$ cat config.mk
export PLATFORM = sky130hd
export DESIGN_NAME = id_stage
export DESIGN_NICKNAME = d
export VERILOG_FILES = /design/src/hw/id_pkg.sv /design/src/hw/id_stage.sv /design/src/hw/issue_register.sv /design/src/hw/instr_decoder.sv /design/src/hw/rvc_expander.sv
export SDC_FILE = /design/constraint.sdc
export NUM_CORES = 1
export LEC_CHECK = 0
export BUFFER_PORTS_ARGS = -buffer_cell sky130_fd_sc_hd__buf_2
export CAP_MARGIN = 20
export CORE_ASPECT_RATIO = 0.75
export CORE_UTILIZATION = 41
export CTS_BUF_LIST = sky130_fd_sc_hd__clkbuf_2 sky130_fd_sc_hd__clkbuf_4 sky130_fd_sc_hd__clkbuf_8
export CTS_CLUSTER_SIZE = 30
export DETAILED_ROUTE_END_ITERATION = 10
export MAX_ROUTING_LAYER = met4
export PLACE_DENSITY = 0.74
export SLEW_MARGIN = 20
export SYNTH_ARGS = -nofsm -noshare
export SYNTH_HDL_FRONTEND = slang
export SYNTH_HIERARCHICAL = 1
export SYNTH_SLANG_ARGS = --single-unit
$ cat constraint.sdc
create_clock -name clk_i -period 2.82 [get_ports clk_i]
set_input_delay 0.282 -clock clk_i [delete_from_list [all_inputs] [get_ports clk_i]]
set_output_delay 0.282 -clock clk_i [all_outputs]
set_load 0.01 [all_outputs]
$ cat src/hw/id_pkg.sv
// --------------------------------------------------
// ID stage package
// Widths, field types, opcodes and the structs that
// carry fetch, decode and issue entries
// --------------------------------------------------

package id_pkg;

  localparam int unsigned NrIssuePorts = 2;
  localparam int unsigned XLEN         = 32;
  localparam int unsigned RegAddrW     = 5;

  // RV32I major opcodes
  localparam logic [6:0] OpcodeLui    = 7'b0110111;
  localparam logic [6:0] OpcodeAuipc  = 7'b0010111;
  localparam logic [6:0] OpcodeJal    = 7'b1101111;
  localparam logic [6:0] OpcodeJalr   = 7'b1100111;
  localparam logic [6:0] OpcodeBranch = 7'b1100011;
  localparam logic [6:0] OpcodeLoad   = 7'b0000011;
  localparam logic [6:0] OpcodeStore  = 7'b0100011;
  localparam logic [6:0] OpcodeOpImm  = 7'b0010011;
  localparam logic [6:0] OpcodeOp     = 7'b0110011;

  typedef logic [XLEN-1:0]     addr_t;
  typedef logic [31:0]         instr_t;
  typedef logic [15:0]         cinstr_t;
  typedef logic [RegAddrW-1:0] reg_addr_t;
  typedef logic [XLEN-1:0]     imm_t;
  // funct3 in the low bits, instruction bit 30 on top where it matters
  typedef logic [3:0]          op_t;

  typedef enum logic [2:0] {
    FU_NONE   = 3'd0,
    FU_ALU    = 3'd1,
    FU_BRANCH = 3'd2,
    FU_LOAD   = 3'd3,
    FU_STORE  = 3'd4
  } fu_t;

  typedef struct packed {
    addr_t  address;
    instr_t instruction;
  } fetch_entry_t;

  typedef struct packed {
    addr_t     pc;
    fu_t       fu;
    op_t       op;
    reg_addr_t rd;
    reg_addr_t rs1;
    reg_addr_t rs2;
    imm_t      imm;
    logic      is_compressed;
    logic      illegal;
    logic      is_ctrl_flow;
  } decoded_instr_t;

  // One ID/issue pipeline slot
  typedef struct packed {
    logic           valid;
    decoded_instr_t decoded;
    instr_t         orig_instr;
  } issue_slot_t;

endpackage
$ cat src/hw/id_stage.sv
// --------------------------------------------------
// Instruction decode stage
// Expands, decodes and registers two fetch ports
// --------------------------------------------------

`timescale 1ns/1ps

module id_stage (
  input  logic                                                clk_i,
  input  logic                                                rst_ni,
  input  logic                                                flush_i,
  input  id_pkg::fetch_entry_t   [id_pkg::NrIssuePorts-1:0] fetch_entry_i,
  input  logic                   [id_pkg::NrIssuePorts-1:0] fetch_entry_valid_i,
  output logic                   [id_pkg::NrIssuePorts-1:0] fetch_entry_ready_o,
  output id_pkg::decoded_instr_t [id_pkg::NrIssuePorts-1:0] issue_entry_o,
  output id_pkg::instr_t         [id_pkg::NrIssuePorts-1:0] orig_instr_o,
  output logic                   [id_pkg::NrIssuePorts-1:0] issue_entry_valid_o,
  input  logic                   [id_pkg::NrIssuePorts-1:0] issue_ack_i
);

  import id_pkg::*;

  instr_t         [NrIssuePorts-1:0] expanded;
  logic           [NrIssuePorts-1:0] is_compressed;
  logic           [NrIssuePorts-1:0] rvc_illegal;
  decoded_instr_t [NrIssuePorts-1:0] decoded;
  instr_t         [NrIssuePorts-1:0] orig_instr;
  issue_slot_t    [NrIssuePorts-1:0] slot;

  for (genvar i = 0; i < NrIssuePorts; i++) begin : gen_port
    rvc_expander u_rvc_expander (
      .instr_i        (fetch_entry_i[i].instruction),
      .instr_o        (expanded[i]),
      .is_compressed_o(is_compressed[i]),
      .illegal_o      (rvc_illegal[i])
    );

    instr_decoder u_instr_decoder (
      .pc_i           (fetch_entry_i[i].address),
      .instr_i        (expanded[i]),
      .is_compressed_i(is_compressed[i]),
      .illegal_i      (rvc_illegal[i]),
      .entry_o        (decoded[i])
    );

    // Compressed words keep only their 16 bits
    assign orig_instr[i] = is_compressed[i] ?
                           {16'b0, fetch_entry_i[i].instruction[15:0]} :
                           fetch_entry_i[i].instruction;

    assign issue_entry_o[i]       = slot[i].decoded;
    assign orig_instr_o[i]        = slot[i].orig_instr;
    assign issue_entry_valid_o[i] = slot[i].valid;
  end

  issue_register u_issue_register (
    .clk_i        (clk_i),
    .rst_ni       (rst_ni),
    .flush_i      (flush_i),
    .decoded_i    (decoded),
    .orig_instr_i (orig_instr),
    .fetch_valid_i(fetch_entry_valid_i),
    .fetch_ready_o(fetch_entry_ready_o),
    .slot_o       (slot),
    .ack_i        (issue_ack_i)
  );

endmodule

$ cat src/hw/issue_register.sv
// --------------------------------------------------
// ID/issue register
// Two in-order slots between decode and issue, with
// compaction, fetch ready and flush
// --------------------------------------------------

`timescale 1ns/1ps

module issue_register (
  input  logic                                                clk_i,
  input  logic                                                rst_ni,
  input  logic                                                flush_i,
  input  id_pkg::decoded_instr_t [id_pkg::NrIssuePorts-1:0] decoded_i,
  input  id_pkg::instr_t         [id_pkg::NrIssuePorts-1:0] orig_instr_i,
  input  logic                   [id_pkg::NrIssuePorts-1:0] fetch_valid_i,
  output logic                   [id_pkg::NrIssuePorts-1:0] fetch_ready_o,
  output id_pkg::issue_slot_t    [id_pkg::NrIssuePorts-1:0] slot_o,
  input  logic                   [id_pkg::NrIssuePorts-1:0] ack_i
);

  import id_pkg::*;

  issue_slot_t [NrIssuePorts-1:0] slot_d;
  issue_slot_t [NrIssuePorts-1:0] slot_q;
  issue_slot_t [NrIssuePorts-1:0] incoming;

  // Entry each fetch port would write into a slot
  for (genvar i = 0; i < NrIssuePorts; i++) begin : gen_incoming
    assign incoming[i] = '{valid: 1'b1, decoded: decoded_i[i], orig_instr: orig_instr_i[i]};
  end

  always_comb begin
    slot_d        = slot_q;
    fetch_ready_o = '0;

    // Acknowledged slots leave first
    for (int unsigned i = 0; i < NrIssuePorts; i++) begin
      if (ack_i[i]) begin
        slot_d[i].valid = 1'b0;
      end
    end

    // Slot 0 refills from slot 1 before taking anything from fetch
    if (!slot_d[0].valid) begin
      if (slot_d[1].valid) begin
        slot_d[0]       = slot_d[1];
        slot_d[1].valid = 1'b0;
      end else if (fetch_valid_i[0]) begin
        fetch_ready_o[0] = 1'b1;
        slot_d[0]        = incoming[0];
      end
    end

    // Slot 1 takes the oldest fetch entry not yet consumed
    if (!slot_d[1].valid) begin
      if (fetch_ready_o[0]) begin
        if (fetch_valid_i[1]) begin
          fetch_ready_o[1] = 1'b1;
          slot_d[1]        = incoming[1];
        end
      end else if (fetch_valid_i[0]) begin
        fetch_ready_o[0] = 1'b1;
        slot_d[1]        = incoming[0];
      end
    end

    // Flush drops held entries and whatever was taken this cycle
    if (flush_i) begin
      slot_d[0].valid = 1'b0;
      slot_d[1].valid = 1'b0;
    end
  end

  always_ff @(posedge clk_i or negedge rst_ni) begin
    if (!rst_ni) begin
      slot_q <= '0;
    end else begin
      slot_q <= slot_d;
    end
  end

  assign slot_o = slot_q;

  // --------------------------------------------------
  // Ordering checks
  // --------------------------------------------------
  // Port 1 is only ever taken alongside port 0
  a_ready_order: assert property (@(posedge clk_i) disable iff (!rst_ni)
    fetch_ready_o[1] |-> fetch_ready_o[0]);

  // Compaction keeps the older entry in slot 0
  a_slot_compact: assert property (@(posedge clk_i) disable iff (!rst_ni)
    slot_q[1].valid |-> slot_q[0].valid);

  // Issue stage retires in order
  a_ack_order: assert property (@(posedge clk_i) disable iff (!rst_ni)
    ack_i[1] |-> ack_i[0]);

endmodule

$ cat src/hw/instr_decoder.sv
// --------------------------------------------------
// RV32I instruction decoder
// Turns one 32-bit instruction into a decoded entry
// with unit, operation, registers and immediate
// --------------------------------------------------

`timescale 1ns/1ps

module instr_decoder (
  input  id_pkg::addr_t          pc_i,
  input  id_pkg::instr_t         instr_i,
  input  logic                   is_compressed_i,
  input  logic                   illegal_i,
  output id_pkg::decoded_instr_t entry_o
);

  import id_pkg::*;

  logic [6:0] opcode;
  logic [2:0] funct3;
  imm_t       imm_i_type;
  imm_t       imm_s_type;
  imm_t       imm_b_type;
  imm_t       imm_u_type;
  imm_t       imm_j_type;

  assign opcode = instr_i[6:0];
  assign funct3 = instr_i[14:12];

  // Immediates of every format, sign extended
  assign imm_i_type = {{20{instr_i[31]}}, instr_i[31:20]};
  assign imm_s_type = {{20{instr_i[31]}}, instr_i[31:25], instr_i[11:7]};
  assign imm_b_type = {{19{instr_i[31]}}, instr_i[31], instr_i[7], instr_i[30:25],
                       instr_i[11:8], 1'b0};
  assign imm_u_type = {instr_i[31:12], 12'b0};
  assign imm_j_type = {{11{instr_i[31]}}, instr_i[31], instr_i[19:12], instr_i[20],
                       instr_i[30:21], 1'b0};

  always_comb begin
    entry_o               = '0;
    entry_o.pc            = pc_i;
    entry_o.is_compressed = is_compressed_i;
    entry_o.fu            = FU_NONE;

    unique case (opcode)
      OpcodeLui: begin
        entry_o.fu  = FU_ALU;
        entry_o.rd  = instr_i[11:7];
        entry_o.imm = imm_u_type;
      end
      OpcodeAuipc: begin
        entry_o.fu  = FU_ALU;
        entry_o.rd  = instr_i[11:7];
        entry_o.imm = imm_u_type;
      end
      OpcodeJal: begin
        entry_o.fu           = FU_BRANCH;
        entry_o.rd           = instr_i[11:7];
        entry_o.imm          = imm_j_type;
        entry_o.is_ctrl_flow = 1'b1;
      end
      OpcodeJalr: begin
        entry_o.fu           = FU_BRANCH;
        entry_o.op           = {1'b0, funct3};
        entry_o.rd           = instr_i[11:7];
        entry_o.rs1          = instr_i[19:15];
        entry_o.imm          = imm_i_type;
        entry_o.is_ctrl_flow = 1'b1;
      end
      OpcodeBranch: begin
        entry_o.fu           = FU_BRANCH;
        entry_o.op           = {1'b0, funct3};
        entry_o.rs1          = instr_i[19:15];
        entry_o.rs2          = instr_i[24:20];
        entry_o.imm          = imm_b_type;
        entry_o.is_ctrl_flow = 1'b1;
      end
      OpcodeLoad: begin
        entry_o.fu  = FU_LOAD;
        entry_o.op  = {1'b0, funct3};
        entry_o.rd  = instr_i[11:7];
        entry_o.rs1 = instr_i[19:15];
        entry_o.imm = imm_i_type;
      end
      OpcodeStore: begin
        entry_o.fu  = FU_STORE;
        entry_o.op  = {1'b0, funct3};
        entry_o.rs1 = instr_i[19:15];
        entry_o.rs2 = instr_i[24:20];
        entry_o.imm = imm_s_type;
      end
      OpcodeOpImm: begin
        entry_o.fu  = FU_ALU;
        // Bit 30 picks SRAI over SRLI
        entry_o.op  = {(funct3 == 3'b101) & instr_i[30], funct3};
        entry_o.rd  = instr_i[11:7];
        entry_o.rs1 = instr_i[19:15];
        entry_o.imm = imm_i_type;
      end
      OpcodeOp: begin
        entry_o.fu  = FU_ALU;
        entry_o.op  = {instr_i[30], funct3};
        entry_o.rd  = instr_i[11:7];
        entry_o.rs1 = instr_i[19:15];
        entry_o.rs2 = instr_i[24:20];
      end
      default: begin
        entry_o.illegal = 1'b1;
      end
    endcase

    // Illegal entries keep only pc and the compressed flag
    if (illegal_i || entry_o.illegal) begin
      entry_o               = '0;
      entry_o.pc            = pc_i;
      entry_o.is_compressed = is_compressed_i;
      entry_o.fu            = FU_NONE;
      entry_o.illegal       = 1'b1;
    end
  end

endmodule

$ cat src/hw/rvc_expander.sv
// --------------------------------------------------
// RVC expander
// Detects a compressed instruction and rewrites the
// supported subset into its 32-bit form
// --------------------------------------------------

`timescale 1ns/1ps

module rvc_expander (
  input  id_pkg::instr_t instr_i,
  output id_pkg::instr_t instr_o,
  output logic           is_compressed_o,
  output logic           illegal_o
);

  import id_pkg::*;

  cinstr_t   c;
  reg_addr_t rd_full;
  reg_addr_t rs2_full;
  reg_addr_t rs1_p;
  reg_addr_t rs2_p;

  assign c = instr_i[15:0];

  // Full register fields and the x8..x15 short forms
  assign rd_full  = c[11:7];
  assign rs2_full = c[6:2];
  assign rs1_p    = {2'b01, c[9:7]};
  assign rs2_p    = {2'b01, c[4:2]};

  assign is_compressed_o = (c[1:0] != 2'b11);

  always_comb begin
    instr_o   = instr_i;
    illegal_o = 1'b0;

    if (is_compressed_o) begin
      // Anything outside the supported subset stays illegal
      illegal_o = 1'b1;

      unique case ({c[15:13], c[1:0]})
        // --------------------------------------------------
        // Quadrant 0
        // --------------------------------------------------
        // C.LW -> lw rd', uimm(rs1')
        5'b010_00: begin
          instr_o   = {5'b0, c[5], c[12:10], c[6], 2'b00, rs1_p, 3'b010, rs2_p,
                       OpcodeLoad};
          illegal_o = 1'b0;
        end
        // C.SW -> sw rs2', uimm(rs1')
        5'b110_00: begin
          instr_o   = {5'b0, c[5], c[12], rs2_p, rs1_p, 3'b010, c[11:10], c[6],
                       2'b00, OpcodeStore};
          illegal_o = 1'b0;
        end

        // --------------------------------------------------
        // Quadrant 1
        // --------------------------------------------------
        // C.ADDI -> addi rd, rd, imm (rd of zero is the NOP hint)
        5'b000_01: begin
          instr_o   = {{7{c[12]}}, c[6:2], rd_full, 3'b000, rd_full, OpcodeOpImm};
          illegal_o = 1'b0;
        end
        // C.LI -> addi rd, x0, imm
        5'b010_01: begin
          instr_o   = {{7{c[12]}}, c[6:2], 5'b0, 3'b000, rd_full, OpcodeOpImm};
          illegal_o = 1'b0;
        end
        // C.J -> jal x0, offset
        5'b101_01: begin
          instr_o   = {c[12], c[8], c[10:9], c[6], c[7], c[2], c[11], c[5:3],
                       c[12], {8{c[12]}}, 5'b0, OpcodeJal};
          illegal_o = 1'b0;
        end
        // C.BEQZ -> beq rs1', x0, offset
        5'b110_01: begin
          instr_o   = {{4{c[12]}}, c[6:5], c[2], 5'b0, rs1_p, 3'b000, c[11:10],
                       c[4:3], c[12], OpcodeBranch};
          illegal_o = 1'b0;
        end
        // C.BNEZ -> bne rs1', x0, offset
        5'b111_01: begin
          instr_o   = {{4{c[12]}}, c[6:5], c[2], 5'b0, rs1_p, 3'b001, c[11:10],
                       c[4:3], c[12], OpcodeBranch};
          illegal_o = 1'b0;
        end

        // --------------------------------------------------
        // Quadrant 2
        // --------------------------------------------------
        // C.MV and C.ADD (a zero rs2 field means JR, JALR or EBREAK)
        5'b100_10: begin
          if (rs2_full != '0) begin
            if (c[12]) begin
              instr_o = {7'b0, rs2_full, rd_full, 3'b000, rd_full, OpcodeOp};
            end else begin
              instr_o = {7'b0, rs2_full, 5'b0, 3'b000, rd_full, OpcodeOp};
            end
            illegal_o = 1'b0;
          end
        end

        default: begin
          illegal_o = 1'b1;
        end
      endcase
    end
  end

endmodule

==> results of run 1 <==
-- repair_timing --
item,in CTS,in global routing
endpoints found under the hold margin,73,0
endpoints found under the setup margin,0,12
resized for setup,0,1
hold buffers,2,0
-- metal layers --
metal	track usage [%]	part of all wire, %
met1	42.8	46
met2	42.7	43
met3	6.00	7.6
met4	9.00	2.8
met5	-	0
-- cell usage in the layout (no fill, tap or decap), types with 5 or more instances in the layout --
| master | instances |
|---|---|
| nand2_1 | 413 |
| nand3_1 | 12 |
| mux2i_1 | 125 |
| o21ai_1 | 32 |
| a211o_1 | 6 |
| nor2b_1 | 14 |
| diode_2 | 9 |
| or3_1 | 6 |
| buf_2 | 378 |
| buf_4 | 199 |
| dfrtp_1 | 244 |
| and3_1 | 14 |
| nor4_2 | 6 |
| a21o_1 | 10 |
| nor2b_2 | 14 |
| a22o_1 | 8 |
| nor2_2 | 10 |
| nand2b_1 | 8 |
| clkinvlp_4 | 5 |
| and2_1 | 39 |
| a21oi_2 | 24 |
| nor3_1 | 18 |
| nor2_1 | 160 |
| o2111ai_1 | 6 |
| and2b_2 | 12 |
| clkinv_2 | 8 |
| mux2_4 | 90 |
| nor3b_1 | 8 |
| mux2_2 | 33 |
| inv_1 | 22 |
| buf_12 | 18 |
| a22oi_1 | 10 |
| clkbuf_4 | 7 |
| a21oi_1 | 150 |
| clkbuf_8 | 53 |
| o21ai_0 | 131 |
| a221o_1 | 32 |
-- critical path, cell delays in order --
cell and delay (ns):
buf_2 0.13, xnor2_1 0.32, a21o_1 0.29, nor2_2 0.09, buf_4 0.15, a21o_1 0.23, buf_4 0.16, or4_4 0.49
a21oi_2 0.23, a22oi_1 0.13, nor2_2 0.19, nand2_1 0.10, nor2_1 0.13, a21oi_1 0.05, o21ai_0 0.20
-- path summary, 6_finish.rpt --
kind	endpoint	slack, ns	depth (start not counted)
worst max-delay path	u_issue_register/slot_o[39]	0.14	15
worst min-delay path	u_issue_register/slot_o[243]	0.04	3
worst max register to register	u_issue_register/slot_o[218]	0.78	5
worst min register to register	u_issue_register/slot_o[31]	0.48	2
max in group asynchronous	u_issue_register/slot_o[2]	1.67	3
min in group asynchronous	u_issue_register/slot_o[55]	0.28	2
-- cells by family (layout without fill, tap and decap cells) --
logic type      Yosys count  count (layout)  synth area share (%)
xor+xnor                  2               2                 0.102
other cells               0               9                     0
flops                   244             244                  35.4
simple gates            786             786                  21.5
compound gates          451             451                  16.2
buf+inv                 242             697                  9.33
mux                     250             250                  17.4
-- stage by stage --
step           TNS [ns]  total power, mW  cell area, sq um  instances
3_5_place_dp     -30.83             6.29             20300       2914
3_3_place_gp     -25.63             6.26             20300       2914
5_1_grt               0             10.2             21200       2998
4_1_cts               0             9.81             21200       2991
2_1_floorplan         0             5.28             17300       1975
6_report              0             9.77             21200       3000
-- power by group --
group	internal (mW)	switching (mW)	total, mW
combinational	0.998	1.43	2.42
clock	1.89	1.61	3.50
sequential	3.70	0.146	3.85
-- final cells by class --
class	count	area, sq um	area share [%]
multi-input cells	1489	9600	45.3
flip-flops and latches	244	6110	28.8
repair buffers	598	3780	17.8
clock buffers	60	782	3.69
well taps	561	702	3.31
clock inverters	15	116	0.549
inverters	24	95.1	0.448
diodes	9	22.5	0.106
==> impl_metrics.yaml, run 1 <==
yosys:
  syn_area_per_cell_sq_um: 8.73
  synthArstFlopShare_pct: 100
  yosys.area.top_type: "dfrtp_1"
  yosysTopAreaCellShare_pct: 35.4
  synth_edf_count: 0
  ys.flop_type: "dfrtp_1"
  ys_types: 75
  syn-num-nets: 2110
  ys_seq_area_share_pct: 35.4
  synth_seq_cells: 244
  synth.top_cells.by_count: "415 x nand2_1, 244 x dfrtp_1, 162 x nor2_1, 150 x a21oi_1, 131 x o21ai_0"
  syn_area_sq_mm: 0.0172
  synth_area_leaders: "dfrtp_1 35%, nand2_1 9.0%, mux2_4 7.8%, mux2i_1 7.3%, a21oi_1 4.4%"
  synth_cells: 1975
  yosysMostFrequentCell: "nand2_1"
  synth_warnings: 6
global_route:
  overflow: 0
  grt_pass1_vias: 16200
  grt_pass1_wl_mm: 96.9
  grt_max_degree: 141
  antenna_found_initial: 9
  track_usage_pct: 30.1
placed_design:
  pre_cts_ws_ns: -0.451
  port_buffers: 380
  dp_hpwl_mm: 48.2
  gp_congestion: 0.985
clock_network:
  cts_buffers: 42
  clock_latency_ns: 0.58
  cts.path.max_buffers: 3
  ctsRootBufferMaster: "clkbuf_8"
  post_cts_buffers: 0
  cts_tree: "built"
  h-tree-depth: 2
  clkSinkCount: 244
  clkSlewWorstSetupHoldPaths_ns: 0.07
timing:
  finalClockSkew_ns: 0.0146
  worst_pin_slew_ns: 0.868
  finalCriticalPeriod_ns: 2.68
  max_freq_ghz: 0.373
  hold_ws_ns: 0.0410
  setup-violations-final: 0
  setup_ws_ns: 0.138
  hold_viol: 0
  slew_violations: 0
  rsz0062_at_grt: "no"
  fin_crit_sh_pct: 95.1
  relSlewSlack_pct: 42.0
critical_path:
  startpoint: "fetch_entry_i[13]"
  cp.required_ns: 3.31
  arrival_ns: 3.17
  startpoint_type: "input pin"
  setup.worst_path.end_class: "register"
  cp_max_fo: 5
  path_class: "in2reg"
  r2r_start: "u_issue_register/slot_o[121]"
job:
  maxCapViolCount: 0
final_layout:
  largest_reg_flops: 244
  post-route-util_pct: 51.6
  syn_to_final_growth_pct: 22.9
  n_fill_cell: 3926
  final_nets: 2534
  drive_above_1_share_pct: 37.3
routing:
  num_vias: 16400
  post-route-drc-count: 0
  drtIter0Drc: 1467
  ant_nets: 0
  viasPerCell: 5.45
  wl_mm: 63.5
  drt-pass1-iter-count: 6
  wl_per_cell_um: 21.2
die:
  rows: 64
  pin_count: 381
  die_height_um: 180
  design.die.area_sq_mm: 0.0429
  core_area_sq_mm: 0.0411
  die_x_um: 239
  initial_utilization_pct: 42.0
power:
  leakagePower_nw: 11.0
  powerDensity_mw_per_mm2: 461
  ir_drop_mv: 0.416
outcome:
  status: "completed"
hold_path:
  hold_path_class: "in2reg"
  hp-start: "fetch_entry_valid_i[1]"
(Power assumes the default switching activity.)
==> inputs of run 2 (changes only) <==
--- a/config.mk
+++ b/config.mk
@@ -7,13 +7,15 @@
 export LEC_CHECK = 0
 export BUFFER_PORTS_ARGS = -buffer_cell sky130_fd_sc_hd__buf_2
 export CAP_MARGIN = 20
+export CELL_PAD_IN_SITES_DETAIL_PLACEMENT = 1
+export CELL_PAD_IN_SITES_GLOBAL_PLACEMENT = 1
 export CORE_ASPECT_RATIO = 0.75
 export CORE_UTILIZATION = 41
 export CTS_BUF_LIST = sky130_fd_sc_hd__clkbuf_2 sky130_fd_sc_hd__clkbuf_4 sky130_fd_sc_hd__clkbuf_8
 export CTS_CLUSTER_SIZE = 30
 export DETAILED_ROUTE_END_ITERATION = 10
 export MAX_ROUTING_LAYER = met4
-export PLACE_DENSITY = 0.74
+export PLACE_DENSITY = 0.92
 export SLEW_MARGIN = 20
 export SYNTH_ARGS = -nofsm -noshare
 export SYNTH_HDL_FRONTEND = slang
==> run 2 against run 1 <==
Sequential share of layout area shrank 0.063 points. Non-clock buffer count fell by 3. Highest routed layer unchanged. Sequential cell count unchanged. Total power is 2.0% higher. Critical path type unchanged. Largest power group unchanged. Combinational power grew 3%.
==> impl_metrics.yaml, run 2 (synthesized netlist as in run 1, its figures left out) <==
outcome:
  status: "completed"
clock_network:
  cts.path.max_buffers: 3
  h-tree-depth: 2
  clkSlewWorstSetupHoldPaths_ns: 0.06
  ctsRootBufferMaster: "clkbuf_8"
  clock_latency_ns: 0.59
  cts_tree: "built"
  clkSinkCount: 244
  post_cts_buffers: 0
  cts_buffers: 42
critical_path:
  arrival_ns: 3.17
  r2r.worst_path.cells: 5
  startpoint: "fetch_entry_i[2]"
  r2r_start: "u_issue_register/slot_o[243]"
  cpMaxStageDelayCell: "a221oi_1"
  startpoint_type: "input pin"
  setup.worst_path.end_class: "register"
  slowest_delay_ns: 0.54
  crit_cells: 16
  reg2reg_slack_ns: 0.63
  crit_end: "u_issue_register/slot_o[77]"
  r2r-end: "u_issue_register/slot_o[3]"
  critPathTopFamily: "compound AO/OA/AOI/OAI gates"
  cp.required_ns: 3.23
  path_cells: "buf_2 > nor3_1 > nand2_1 > buf_4 > buf_4 > a21o_1 > a221oi_1 > buf_4 > nor2_1 > o31a_2 > buf_4 > and3_1 > nand2_1 > nor2_1 > a21oi_1 > o21ai_0"
  path_common_cell: "buf_4"
  critPathBufInv: 5
  cp_max_fo: 5
  path_class: "in2reg"
placed_design:
  gp_congestion: 1.04
  dp_hpwl_mm: 53.8
  port_buffers: 380
  dpl_cell_area_sq_mm: 0.0203
routing:
  ant_nets: 0
  wl_per_cell_um: 24.1
  drtIter0Drc: 1471
  wl_mm: 72.1
  drt-pass1-iter-count: 5
  viasPerCell: 5.66
  post-route-drc-count: 0
  num_vias: 16900
global_route:
  track_usage_pct: 34.0
  grt-busiest-layer: "met2"
  antenna_found_initial: 6
  grt_max_degree: 139
  grt_pass1_wl_mm: 109
  grt_use_met3_pct: 5.57
  grt_pass1_vias: 17800
  use_met2_pct: 52.3
  met1_usage_pct: 45.5
  overflow: 0
final_layout:
  final_cell_mix: "413 x nand2_1, 378 x buf_2, 244 x dfrtp_1, 192 x buf_4, 160 x nor2_1"
  final_nets: 2531
  largest_reg_flops: 244
  syn_to_final_growth_pct: 23.2
  final_cell_area_sq_mm: 0.0212
  drive_above_1_share_pct: 37.3
  post-route-util_pct: 51.7
  seq_area_sq_mm: 0.00611
  layout.cells.most_common: "nand2_1"
  multi_input_area_sq_mm: 0.00959
  n_fill_cell: 5016
die:
  die_height_um: 180
  rows: 64
  die_x_um: 239
  initial_utilization_pct: 42.0
  design.die.area_sq_mm: 0.0429
  core_area_sq_mm: 0.0411
  pin_count: 381
timing:
  hold_viol: 0
  finalClockSkew_ns: 0.0336
  slew_violations: 0
  finalCriticalPeriod_ns: 2.77
  timing.setup.tns_ns: 0
  max_freq_ghz: 0.362
  hold_ws_ns: 0.0446
  rsz0062_at_grt: "no"
  worst_pin_slew_ns: 0.765
  setup-violations-final: 0
  relSlewSlack_pct: 49.0
  fin_crit_sh_pct: 98.1
power:
  powerDensity_mw_per_mm2: 469
  leakagePower_nw: 11.0
  ir_drop_mv: 0.419
hold_path:
  hold_path_class: "in2reg"
job:
  maxCapViolCount: 0
-- run 2: cell count changes in the layout (fill, tap and decap cells not counted), moves of 2 or more --
cell and delta:
buf_4 -7, clkinvlp_4 -3, clkbuf_4 +4, clkinv_2 -5
diode_2 -3, o21ai_0 -2, o21ai_1 +2, buf_12 +4
clkbuf_8 +5
-- run 2: how the worst min path moves through the flow --
stage                                start                      endpoint  slack [ns]  cells after the start
floorplan                           rst_ni    u_issue_register/slot_o[0]       -0.01                      0
global placement                    rst_ni   u_issue_register/slot_o[50]        0.37                      1
detailed placement                  rst_ni   u_issue_register/slot_o[51]        0.39                      1
CTS                 fetch_entry_valid_i[1]  u_issue_register/slot_o[243]        0.02                      3
global route        fetch_entry_valid_i[1]  u_issue_register/slot_o[243]        0.06                      3
finish              fetch_entry_valid_i[1]  u_issue_register/slot_o[243]        0.04                      3
-- run 2: worst register-to-register path, stage by stage, from the launching register on --
cell and delay (ns):
dfrtp_1 0.36, nor2b_4 0.35, buf_12 0.38, o21bai_4 0.14
buf_12 0.21, o21ai_0 0.58
-- run 2: area by class of cell --
| class | instances | area share [%] |
|---|---|---|
| Clock buffer | 69 | 4.15 |
| Clock inverter | 7 | 0.236 |
| Sequential cell | 244 | 28.7 |
| Multi-Input combinational cell | 1489 | 45.1 |
| Antenna cell | 6 | 0.0707 |
| Inverter | 24 | 0.448 |
| Tap cell | 561 | 3.30 |
| Timing Repair Buffer | 595 | 17.9 |
-- run 2: stage by stage --
| step | cells | setup WS, ns | power [mW] |
|---|---|---|---|
| 6_report | 2995 | 0.0541 | 9.97 |
| 4_1_cts | 2989 | 0.222 | 9.98 |
| 2_1_floorplan | 1975 | 0.00612 | 5.28 |
| 3_5_place_dp | 2911 | -0.354 | 6.34 |
| 5_1_grt | 2995 | 0.0121 | 10.3 |
| 3_3_place_gp | 2911 | -0.291 | 6.24 |
-- run 2: repair_timing --
item / CTS / global route
endpoints found under the setup margin: 0 / 4
resized for setup: 0 / 3
hold endpoints to repair: 90 / 0
hold buffers: 2 / 0
-- run 2: metal layers --
| metal | vias to the layer above | wire (um) | share of wire [%] |
|---|---|---|---|
| li1 | 7594 | - | - |
| met1 | 8481 | 31600 | 44 |
| met2 | 706 | 33200 | 46 |
| met3 | 157 | 4920 | 6.8 |
| met4 | 0 | 2430 | 3.4 |
| met5 | - | 0 | 0 |
-- run 2: where the power goes --
| group | internal, mW | switching [mW] |
|---|---|---|
| logic | 1.00 | 1.49 |
| registers | 3.70 | 0.163 |
| clock network | 1.98 | 1.62 |
| total | 6.69 | 3.28 |
==> inputs of run 3 (changes only) <==
--- a/config.mk
+++ b/config.mk
@@ -5,17 +5,18 @@
 export SDC_FILE = /design/constraint.sdc
 export NUM_CORES = 1
 export LEC_CHECK = 0
+export ABC_AREA = 1
 export BUFFER_PORTS_ARGS = -buffer_cell sky130_fd_sc_hd__buf_2
 export CAP_MARGIN = 20
 export CELL_PAD_IN_SITES_DETAIL_PLACEMENT = 1
 export CELL_PAD_IN_SITES_GLOBAL_PLACEMENT = 1
 export CORE_ASPECT_RATIO = 0.75
-export CORE_UTILIZATION = 41
+export CORE_UTILIZATION = 40
 export CTS_BUF_LIST = sky130_fd_sc_hd__clkbuf_2 sky130_fd_sc_hd__clkbuf_4 sky130_fd_sc_hd__clkbuf_8
 export CTS_CLUSTER_SIZE = 30
 export DETAILED_ROUTE_END_ITERATION = 10
 export MAX_ROUTING_LAYER = met4
-export PLACE_DENSITY = 0.92
+export PLACE_DENSITY = 0.95
 export SLEW_MARGIN = 20
 export SYNTH_ARGS = -nofsm -noshare
 export SYNTH_HDL_FRONTEND = slang
==> constraint.sdc (replaced) <==
create_clock -name clk_i -period 3.1 [get_ports clk_i]
set_input_delay 0.31 -clock clk_i [delete_from_list [all_inputs] [get_ports clk_i]]
set_output_delay 0.31 -clock clk_i [all_outputs]
set_load 0.01 [all_outputs]
==> run 3 against run 2 <==
Die area up 12%. Clock skew up 0.024 ns. Critical path depth down 11. Critical endpoint is now fetch_entry_ready_o[1]. First-iteration DRC count up 47%. Critical path type is now reg2out. Cell area up 5.4%. Register-to-register slack better by 0.02 ns. Global-route usage up 1.3 points. Core utilization down 3.4 points. Largest power group unchanged. Highest routed layer unchanged. Via count up 29%.
==> impl_metrics.yaml, run 3 <==
outcome:
  status: "completed"
timing:
  max_freq_ghz: 0.358
  slew_violations: 0
  worst_pin_slew_ns: 0.957
  timing.setup.tns_ns: 0
  fin_crit_sh_pct: 90.1
  hold_viol: 0
  finalClockSkew_ns: 0.0576
  relSlewSlack_pct: 36.2
  rsz0062_at_grt: "no"
  setup-violations-final: 0
  setup_ws_ns: 0.307
  finalCriticalPeriod_ns: 2.79
global_route:
  grt_pass1_vias: 21700
  track_usage_pct: 35.3
  antenna_found_initial: 1
  grt_pass1_wl_mm: 128
  grt_max_degree: 189
  overflow: 0
clock_network:
  clkSinkCount: 244
  clkSlewWorstSetupHoldPaths_ns: 0.08
  cts.path.max_buffers: 3
  cts_resized: 0
  cts_tree: "built"
  h-tree-depth: 2
  ctsRootBufferMaster: "clkbuf_8"
  clock_latency_ns: 0.65
  cts_buffers: 44
routing:
  drt-pass1-iter-count: 6
  wl_mm: 83.3
  num_vias: 21800
  post-route-drc-count: 0
  ant_nets: 0
  wl_per_cell_um: 20.5
  viasPerCell: 5.37
  dr.max_layer_used: "met4"
  wl_met3_mm: 6.33
  wl_met2_mm: 36.8
  drtIter0Drc: 2158
  met1_length_mm: 37.2
yosys:
  syn_area_sq_mm: 0.0189
  ys_types: 35
  synth_edf_count: 0
  syn_area_per_cell_sq_um: 6.14
  ys_seq_area_share_pct: 32.2
  yosysMostFrequentCell: "nand2_1"
  syn-num-nets: 3218
  ys.flop_type: "dfrtp_1"
  synthArstFlopShare_pct: 100
  synth_area_leaders: "dfrtp_1 32%, nand2_1 25%, inv_1 8.1%, nand4_1 4.5%, nor2_1 4.2%"
  synth_cells: 3083
  yosysTopAreaCellShare_pct: 32.2
  synth_seq_cells: 244
  synth_warnings: 6
  synth.top_cells.by_count: "1,259 x nand2_1, 409 x inv_1, 244 x dfrtp_1, 213 x nor2_1, 143 x a21oi_1"
  yosys.area.top_type: "dfrtp_1"
final_layout:
  multi_input_area_sq_mm: 0.00976
  n_fill_cell: 6425
  layout.cells.most_common: "nand2_1"
  final_nets: 3528
  seq_area_sq_mm: 0.00611
  largest_reg_flops: 244
  syn_to_final_growth_pct: 18.3
  drive_above_1_share_pct: 20.9
  fin_cells: 4057
  final_cell_area_sq_mm: 0.0224
  final_cell_mix: "1,258 x nand2_1, 409 x inv_1, 377 x buf_2, 244 x dfrtp_1, 213 x nor2_1"
hold_path:
  hold_path_class: "in2reg"
power:
  powerDensity_mw_per_mm2: 434
  design_power_total_mw: 9.73
  leakagePower_nw: 14.8
  ir_drop_mv: 0.225
die:
  core_area_sq_mm: 0.0464
  die_height_um: 190
  pin_count: 381
  design.die.area_sq_mm: 0.0482
  die_x_um: 253
  initial_utilization_pct: 40.8
  rows: 68
job:
  maxCapViolCount: 0
placed_design:
  dpl_cell_area_sq_mm: 0.0214
  gp_congestion: 1.02
  port_buffers: 380
  place_inst: 3975
  pre_cts_ws_ns: 0.00808
  dp_hpwl_mm: 60.1
critical_path:
  cp_max_fo: 188
  path_class: "reg2out"
  startpoint_type: "register"
  cp.required_ns: 2.79
  setup.worst_path.end_class: "output port"
  arrival_ns: 2.48
[run 3: cell count changes after synthesis, sizes merged, moves of 17 or more]
cell	delta
mux2i	-127
nand4	+136
nor2	+99
inv	+401
a21oi	-31
clkbuf	+26
nor2b	-30
a221o	-32
nor3	-17
and2	-40
mux2	-123
o21ai	-20
nand2	+873
nand3	+127
[run 3: cell families after synthesis]
kind of cell	share of synthesized area, %
flip-flops	32.2
AND/OR/NAND/NOR	42.8
AO/OA/AOI/OAI	8.45
buffers and inverters	16.5
[run 3: through the flow]
stage                     hold slack, ns  util [%]
after floorplan                   0.0144         -
after global placement             0.334      46.2
after detailed placement           0.340      46.2
after CTS                         0.0104      48.3
after global routing              0.0646      48.3
final                             0.0516      48.3
[run 3: power breakdown]
| group | leakage [nW] | switching [mW] | internal [mW] |
|---|---|---|---|
| combinational | 11.2 | 1.79 | 0.811 |
| sequential | 3.12 | 0.233 | 3.51 |
| clock | 0.500 | 1.57 | 1.82 |
[run 3: final timing paths]
check / startpoint / slack (ns) / cells after the start / endpoint
worst max-delay path: u_issue_register/slot_o[243] / 0.31 / 5 / fetch_entry_ready_o[1]
min in group asynchronous: rst_ni / 0.28 / 2 / u_issue_register/slot_o[18]
max in group asynchronous: rst_ni / 1.95 / 3 / u_issue_register/slot_o[63]
worst min register to register: u_issue_register/slot_o[194] / 0.50 / 2 / u_issue_register/slot_o[194]
worst min-delay path: fetch_entry_i[41] / 0.05 / 5 / u_issue_register/slot_o[98]
worst max register to register: u_issue_register/slot_o[243] / 0.65 / 6 / u_issue_register/slot_o[127]
[run 3: critical path: stages (launching register included)]
cell and delay, ns:
dfrtp_1 0.45, nand2_8 0.33, buf_12 0.56, nand4_1 0.23
inv_1 0.10, buf_2 0.15
[run 3: metal layers]
metal	GRT usage (%)	up-vias
met5	-	-
li1	-	10000
met4	11.8	0
met2	53.1	971
met3	6.12	205
met1	47.9	10600
[run 3: cell type report]
class                   count  share of cell area, %
diodes                      2                 0.0223
clock buffers              67                   3.89
clock inverters            11                  0.385
inverters                 425                   7.14
multi-input cells        2155                   43.6
flip-flops and latches    244                   27.3
well taps                 630                   3.52
repair buffers            523                   14.2
[run 3: what timing repair did]
| action | 4_1_cts | 5_1_grt |
|---|---|---|
| hold buffers | 2 | 0 |
| setup buffers | 0 | 0 |
| hold endpoints to repair | 70 | 0 |
